--- config.mk ---
export PLATFORM = sky130hd
export DESIGN_NAME = nibbleRouter
export DESIGN_NICKNAME = d
export VERILOG_FILES = /design/src/rtl/routePkg.sv /design/src/rtl/nibbleRouter.sv /design/src/rtl/laneMerge.sv /design/src/rtl/laneDiff.sv /design/src/rtl/laneAccum.sv /design/src/rtl/routeRegs.sv /design/src/rtl/syncFifo.sv
export SDC_FILE = /design/constraint.sdc
export NUM_CORES = 1
export LEC_CHECK = 0
export ABC_AREA = 1
export CAP_MARGIN = 10
export CORE_ASPECT_RATIO = 0.7
export CORE_MARGIN = 2
export CORE_UTILIZATION = 40
export CTS_CLUSTER_DIAMETER = 120
export DETAILED_ROUTE_END_ITERATION = 16
export DONT_BUFFER_PORTS = 1
export PLACE_DENSITY = 0.56
export SLEW_MARGIN = 10
export SYNTH_ARGS = -nofsm -noshare
export SYNTH_HDL_FRONTEND = slang
export SYNTH_SLANG_ARGS = --single-unit
--- constraint.sdc ---
create_clock -name inClock -period 3.52 [get_ports inClock]
set_input_delay 0.528 -clock inClock [delete_from_list [all_inputs] [get_ports inClock]]
set_output_delay 0.528 -clock inClock [all_outputs]
set_load 0.03 [all_outputs]
--- src/rtl/routePkg.sv ---
package routePkg;

	//////////////////////////////////////////////////////////////////////
	// Widths
	//////////////////////////////////////////////////////////////////////
	localparam int NibbleW = 4;		// One data item
	localparam int FillW = 5;		// Occupancy, depth up to 16
	localparam int WbAddrW = 2;		// Word address
	localparam int WbDataW = 16;

	typedef logic [NibbleW-1:0] nibble_t;
	typedef logic [1:0] mergeMode_t;
	typedef logic [FillW-1:0] fillCount_t;
	typedef logic [WbAddrW-1:0] wbAddr_t;
	typedef logic [WbDataW-1:0] wbData_t;

	// Merge mode codes
	localparam mergeMode_t ModeAcc = 2'd0;	// Accumulating lane only
	localparam mergeMode_t ModeDiff = 2'd1;	// Differencing lane only
	localparam mergeMode_t ModeAlt = 2'd2;	// Alternate, accumulator first
	localparam mergeMode_t ModeXor = 2'd3;	// Both lanes xored

	//////////////////////////////////////////////////////////////////////
	// Register file
	//////////////////////////////////////////////////////////////////////
	typedef struct packed {
		mergeMode_t mode;
		nibble_t diffKey;
		logic accEnable;	// Low holds the sum, lane passes items
	} routeCfg_t;

	typedef struct packed {
		fillCount_t inCount;
		fillCount_t outCount;
	} routeStatus_t;

	localparam wbAddr_t CfgAddr = 2'd0;		// mode 1..0, key 7..4, enable 8
	localparam wbAddr_t StatusAddr = 2'd1;	// inCount 4..0, outCount 12..8
	localparam wbAddr_t CmdAddr = 2'd2;		// Bit 0 clears accumulator

	// FIFO depths
	localparam int InDepth = 8;
	localparam int OutDepth = 8;

endpackage
--- src/rtl/nibbleRouter.sv ---
module nibbleRouter (
	input  logic              inClock,
	input  logic              arstN,
	input  routePkg::nibble_t inData,
	input  logic              inWrite,
	output logic              inFull,
	output routePkg::nibble_t outData,
	input  logic              outRead,
	output logic              outEmpty,
	input  logic              wbCyc,
	input  logic              wbStb,
	input  logic              wbWe,
	input  routePkg::wbAddr_t wbAdr,
	input  routePkg::wbData_t wbDatW,
	output routePkg::wbData_t wbDatR,
	output logic              wbAck
);
	import routePkg::*;

	routeCfg_t cfg;
	routeStatus_t status;
	logic accClear;
	logic advance;			// Pipeline stall enable
	logic outFull;
	logic inEmpty;
	nibble_t headItem;		// Fanned out to both lanes
	nibble_t accResult;
	nibble_t diffResult;
	nibble_t merged;
	logic accValid;
	logic diffValid;
	logic mergeValid;

	//////////////////////////////////////////////////////////////////////
	// Stall wiring
	//////////////////////////////////////////////////////////////////////
	assign advance = !outFull;

	syncFifo #(.Depth(InDepth)) inFifo (
		.inClock(inClock), .arstN(arstN),
		.wrData(inData), .wrEn(inWrite), .full(inFull),
		.rdData(headItem), .rdEn(advance), .empty(inEmpty),
		.count(status.inCount)
	);

	laneAccum accLane (
		.inClock(inClock), .arstN(arstN), .advance(advance),
		.inValid(!inEmpty), .inItem(headItem),
		.accEnable(cfg.accEnable), .accClear(accClear),
		.result(accResult), .outValid(accValid)
	);

	laneDiff diffLane (
		.inClock(inClock), .arstN(arstN), .advance(advance),
		.inValid(!inEmpty), .inItem(headItem), .diffKey(cfg.diffKey),
		.result(diffResult), .outValid(diffValid)
	);

	laneMerge merge (
		.inClock(inClock), .arstN(arstN), .advance(advance),
		.inValid(accValid && diffValid),	// Lanes move in lockstep
		.accResult(accResult), .diffResult(diffResult), .mode(cfg.mode),
		.merged(merged), .outValid(mergeValid)
	);

	syncFifo #(.Depth(OutDepth)) outFifo (
		.inClock(inClock), .arstN(arstN),
		.wrData(merged), .wrEn(mergeValid && advance), .full(outFull),
		.rdData(outData), .rdEn(outRead), .empty(outEmpty),
		.count(status.outCount)
	);

	routeRegs regs (
		.inClock(inClock), .arstN(arstN),
		.wbCyc(wbCyc), .wbStb(wbStb), .wbWe(wbWe), .wbAdr(wbAdr),
		.wbDatW(wbDatW), .wbDatR(wbDatR), .wbAck(wbAck),
		.cfg(cfg), .status(status), .accClear(accClear)
	);

endmodule

--- src/rtl/laneMerge.sv ---
module laneMerge (
	input  logic                 inClock,
	input  logic                 arstN,
	input  logic                 advance,
	input  logic                 inValid,
	input  routePkg::nibble_t    accResult,
	input  routePkg::nibble_t    diffResult,
	input  routePkg::mergeMode_t mode,
	output routePkg::nibble_t    merged,
	output logic                 outValid
);
	import routePkg::*;

	logic turn;			// 0 picks accumulator
	mergeMode_t modeQ;	// Last mode, for change detect
	nibble_t pick;
	logic take;

	assign take = advance && inValid;

	always_comb begin
		case (mode)
			ModeAcc: pick = accResult;
			ModeDiff: pick = diffResult;
			ModeAlt: pick = turn ? diffResult : accResult;
			default: pick = accResult ^ diffResult;	// ModeXor
		endcase
	end

	always_ff @(posedge inClock or negedge arstN) begin
		if (!arstN) begin
			turn <= 1'b0;
			modeQ <= '0;
			outValid <= 1'b0;
		end else begin
			modeQ <= mode;
			if (mode != modeQ) turn <= 1'b0;	// Restart on accumulator
			else if (take && (mode == ModeAlt)) turn <= !turn;
			if (advance) outValid <= inValid;
		end
	end

	always_ff @(posedge inClock) begin
		if (take) merged <= pick;
	end

endmodule

--- src/rtl/laneDiff.sv ---
module laneDiff (
	input  logic              inClock,
	input  logic              arstN,
	input  logic              advance,
	input  logic              inValid,
	input  routePkg::nibble_t inItem,
	input  routePkg::nibble_t diffKey,
	output routePkg::nibble_t result,
	output logic              outValid
);
	import routePkg::*;

	nibble_t prevItem;		// Last valid item, zero after reset
	logic take;

	assign take = advance && inValid;

	always_ff @(posedge inClock or negedge arstN) begin
		if (!arstN) begin
			prevItem <= '0;
			outValid <= 1'b0;
		end else begin
			if (take) prevItem <= inItem;
			if (advance) outValid <= inValid;
		end
	end

	// Item, previous and key combined
	always_ff @(posedge inClock) begin
		if (take) result <= inItem ^ prevItem ^ diffKey;
	end

endmodule

--- src/rtl/laneAccum.sv ---
module laneAccum (
	input  logic              inClock,
	input  logic              arstN,
	input  logic              advance,
	input  logic              inValid,
	input  routePkg::nibble_t inItem,
	input  logic              accEnable,
	input  logic              accClear,
	output routePkg::nibble_t result,
	output logic              outValid
);
	import routePkg::*;

	nibble_t sum;
	nibble_t nextSum;
	logic take;

	assign take = advance && inValid;
	assign nextSum = sum + inItem;	// Wraps modulo 16

	// Running sum, clear wins over update
	always_ff @(posedge inClock or negedge arstN) begin
		if (!arstN) begin
			sum <= '0;
			outValid <= 1'b0;
		end else begin
			if (accClear) sum <= '0;
			else if (take && accEnable) sum <= nextSum;
			if (advance) outValid <= inValid;	// Hold on stall
		end
	end

	always_ff @(posedge inClock) begin
		if (take) result <= accEnable ? nextSum : inItem;	// Bypass when off
	end

endmodule

--- src/rtl/routeRegs.sv ---
module routeRegs (
	input  logic                  inClock,
	input  logic                  arstN,
	input  logic                  wbCyc,
	input  logic                  wbStb,
	input  logic                  wbWe,
	input  routePkg::wbAddr_t     wbAdr,
	input  routePkg::wbData_t     wbDatW,
	output routePkg::wbData_t     wbDatR,
	output logic                  wbAck,
	output routePkg::routeCfg_t   cfg,
	input  routePkg::routeStatus_t status,
	output logic                  accClear
);
	import routePkg::*;

	logic req;			// New cycle, not yet acked
	logic wrReq;
	wbData_t rdMux;

	assign req = wbCyc && wbStb && !wbAck;
	assign wrReq = req && wbWe;

	//////////////////////////////////////////////////////////////////////
	// Read data
	//////////////////////////////////////////////////////////////////////
	always_comb begin
		rdMux = '0;			// Unmapped and command read zero
		case (wbAdr)
			CfgAddr: begin
				rdMux[1:0] = cfg.mode;
				rdMux[7:4] = cfg.diffKey;
				rdMux[8] = cfg.accEnable;
			end
			StatusAddr: begin
				rdMux[4:0] = status.inCount;
				rdMux[12:8] = status.outCount;
			end
			default: rdMux = '0;
		endcase
	end

	// Sampled on the edge that raises ack
	always_ff @(posedge inClock) begin
		if (req) wbDatR <= rdMux;
	end

	//////////////////////////////////////////////////////////////////////
	// Control
	//////////////////////////////////////////////////////////////////////
	always_ff @(posedge inClock or negedge arstN) begin
		if (!arstN) begin
			wbAck <= 1'b0;
			cfg <= '0;
			accClear <= 1'b0;
		end else begin
			wbAck <= req;		// One cycle per access
			accClear <= wrReq && (wbAdr == CmdAddr) && wbDatW[0];
			if (wrReq && (wbAdr == CfgAddr)) begin
				cfg.mode <= wbDatW[1:0];
				cfg.diffKey <= wbDatW[7:4];
				cfg.accEnable <= wbDatW[8];
			end
		end
	end

endmodule

--- src/rtl/syncFifo.sv ---
module syncFifo #(
	parameter int Depth = routePkg::InDepth
) (
	input  logic               inClock,
	input  logic               arstN,
	input  routePkg::nibble_t  wrData,
	input  logic               wrEn,
	output logic               full,
	output routePkg::nibble_t  rdData,
	input  logic               rdEn,
	output logic               empty,
	output routePkg::fillCount_t count
);
	import routePkg::*;

	localparam int PtrW = (Depth > 1) ? $clog2(Depth) : 1;

	nibble_t mem [Depth];			// Storage, no reset
	logic [PtrW-1:0] wrPtr;
	logic [PtrW-1:0] rdPtr;
	logic doWrite;
	logic doRead;

	assign full = (count == fillCount_t'(Depth));
	assign empty = (count == '0);
	assign doWrite = wrEn && !full;	// Drop writes when full
	assign doRead = rdEn && !empty;	// Ignore reads when empty
	assign rdData = mem[rdPtr];		// Head shows through

	always_ff @(posedge inClock) begin
		if (doWrite) mem[wrPtr] <= wrData;
	end

	always_ff @(posedge inClock or negedge arstN) begin
		if (!arstN) begin
			wrPtr <= '0;
			rdPtr <= '0;
			count <= '0;
		end else begin
			if (doWrite) begin
				// Wrap at Depth, not only powers of two
				wrPtr <= (wrPtr == PtrW'(Depth - 1)) ? '0 : wrPtr + 1'b1;
			end
			if (doRead) begin
				rdPtr <= (rdPtr == PtrW'(Depth - 1)) ? '0 : rdPtr + 1'b1;
			end
			if (doWrite && !doRead) count <= count + 1'b1;
			else if (doRead && !doWrite) count <= count - 1'b1;
			// Push with pop keeps count
		end
	end

endmodule

==> metrics <==
HPWL after DPL 8.04 mm; sequential fraction of the synthesis area 0.630; PostCTS Resize Cnt 0; die width 150 um; met2 GRT Util 0.231; Worst EP arrival 2370 ps; register bit count reported by yosys 133; Layout fillers 1303; GPL Wtd Cong 0.817; Top FF cell, synth edfxtp_1; # Post-CTS Setup Buffers 0; drt drc 0; grt peak-use layer met2; Final Power 6.80 mW; clock root cell clkbuf_16; Pwr per Cell Area 1000 nW/um2; Initial DRC Count 215; Core Region 14700 um2; Req. time, crit path 2990 ps; initial antenna violation count 0; R2R setup slack 780 ps; DR vias 3799; final clock skew 7.84 ps; worst min path class in2reg; I/O pin cnt 52; slew margin rel. 0.508; most common cell in the netlist nand2_1; PortBufs 0; max-slew violation count 0; asr flop ratio synth 0.331; Die Span Y 106 um; Max VDD drop 0.342 mV; number of global-route vias before repair 3749; top cells by area, synth edfxtp_1 45%, dfrtp_1 18%, nand2_1 5.8%; status finished, final reports clean; reg-to-reg critical path startpoint inFifo.rdPtr[0]$_DFFE_PN0P_; worst-margin pin slew 738 ps; cell area after layout 6790 um2; starting density of the core 0.408; total CTS buffers 17; H-Tree Depth 4; final period demand of the worst path 2900 ps; CP Capture Point outData[0]; Synth area leader edfxtp_1; M3 GR Usage 0.0472; largest net degree at the start of global routing 45; Worst-path clk slew 60 ps; grt met1 use 0.217; Critical Path Source outFifo.rdPtr[0]$_DFFE_PN0P_; Final Cycle Share 0.823; capturing element type of the critical path output pin; distinct cell type count after synthesis 36; fin util 0.463; Mapped Area 5990 um2; Post-Syn Instances 552; GRT overflow 0; f_max 345 MHz; Max Fanout on Critical Path 18; Clock Latency Late Sink 410 ps; All-Layer GR Usage 0.156; Layout area overhead 13.3%; layout cells sized above 1 0.0817; CTS tree yes; Syn Area/Cell 10.9 um2; TritonCTS Sinks 133; Total Nets Final 613; synth cell count leaders 93 x nand2_1, 89 x edfxtp_1, 75 x nor2_1; Cell Area, Placed 6140 um2; Setup-failing EPs final 0; Synth top area share 0.446; R2R depth 14; Placement Setup Slack 761 ps; max cap viols 0; Bufs on Longest Clock Path 2; number of synthesized flops with an enable pin 89; Ant. Diodes 0; Syn. warnings 0; CP Class reg2out; static leakage 2.81 nW; first-pass GRT wire length 18.9 mm; WL per Instance 14.8 um; Post-Route WL 11.4 mm; CP Launch Type register; Die ar. 16000 um2; Final ANT Viol Nets 0; worst r2r dst accLane.result[3]$_DFFE_PP_; final hold viol count 0; num rows 37; worst setup margin 622 ps; TritonRoute pass-1 iters 4; RSZ-0062 raised after global routing false; Fin Setup TNS 0 ps; vias per cell 4.93
worst min-delay path by stage:
stage / slack [ps] / endpoint / cells past startpoint / start
3_3_place_gp: 230 / inFifo.wrPtr[2]$_DFFE_PN0P_ / 0 / arstN
3_5_place_dp: 230 / inFifo.wrPtr[1]$_DFFE_PN0P_ / 0 / arstN
2_1_floorplan: 230 / accLane.sum[0]$_DFFE_PN0P_ / 0 / arstN
4_1_cts: 180 / regs.accClear$_DFF_PN0_ / 1 / wbAdr[0]
5_1_grt: 180 / regs.accClear$_DFF_PN0_ / 1 / wbAdr[0]
6_report: 200 / regs.accClear$_DFF_PN0_ / 1 / wbAdr[0]
layer usage:
| metal | up-vias | part of all wire | wire length [um] |
|---|---|---|---|
| met5 | - | 0 | 0 |
| met2 | 78 | 0.44 | 5050 |
| met4 | 0 | 0.011 | 121 |
| met1 | 1824 | 0.50 | 5680 |
| met3 | 12 | 0.051 | 582 |
| li1 | 1885 | - | - |
power by group:
part	switching, mW	internal [mW]	leakage [nW]
Clock	0.650	1.15	0.301
Combinational	1.47	0.803	1.15
Sequential	0.425	2.31	1.35
cell type report:
class	instances	area (um2)	area share
clock inverter	10	115	0.0170
tap	195	244	0.0359
sequential	133	3770	0.556
timing repair buffer	4	52.6	0.00774
inverter	63	241	0.0356
clock buffer	22	497	0.0732
multi-input combinational	343	1860	0.275
logic make-up (layout without fill, tap and decap cells):
family          after synthesis  count (layout)  share of synthesized area
xor+xnor                     20              20                     0.0305
fa+ha+maj                    22              22                     0.0497
other cells                   1               3                   0.000626
buf+inv                      78              99                     0.0601
compound gates               95              95                     0.0896
simple gates                203             203                      0.140
flops                       133             133                      0.630
through the flow:
stage               hold slack (ps)  std cells
detailed placement              234        736
finish                          197        770
global placement                234        736
CTS                             179        770
global route                    181        770
floorplan                       232        554
cell usage in the layout, fill, tap and decap left out, types with 4 or more instances in the layout:
master,instances
o21ai_0,50
o21ai_1,9
nand2_1,93
nor2_1,75
xor2_1,13
nand3_1,16
nand4_1,5
dfrtp_1,44
edfxtp_1,89
xnor2_1,6
clkbuf_16,19
o22ai_1,4
ha_1,19
inv_1,61
nor2_2,4
a21oi_1,15
o32ai_1,8
o211ai_1,6
repair_timing:
action | in CTS | in global routing
hold buffers | 2 | 0
endpoints found under the setup margin | 0 | 0
hold endpoints to repair | 44 | 0
sequential cells by signal, summed over array words and instances (netlist names), 2 cells and up:
register,flops
inFifo.rdPtr,3
accLane.result,4
regs.wbDatR,13
inFifo.count,5
merge.merged,4
outFifo.wrPtr,3
regs.cfg,7
merge.modeQ,2
outFifo.count,5
outFifo.rdPtr,3
inFifo.wrPtr,3
accLane.sum,4
diffLane.result,4
outFifo.mem,32
inFifo.mem,32
diffLane.prevItem,4
worst max-delay path, cell delays in order (launching register included):
cell	delay (ps)
dfrtp_1	710
clkinv_1	600
nor2_1	230
o32ai_1	120
nand2_1	90
nand2_1	200
No activity file was read; power rests on OpenSTA's default activity.
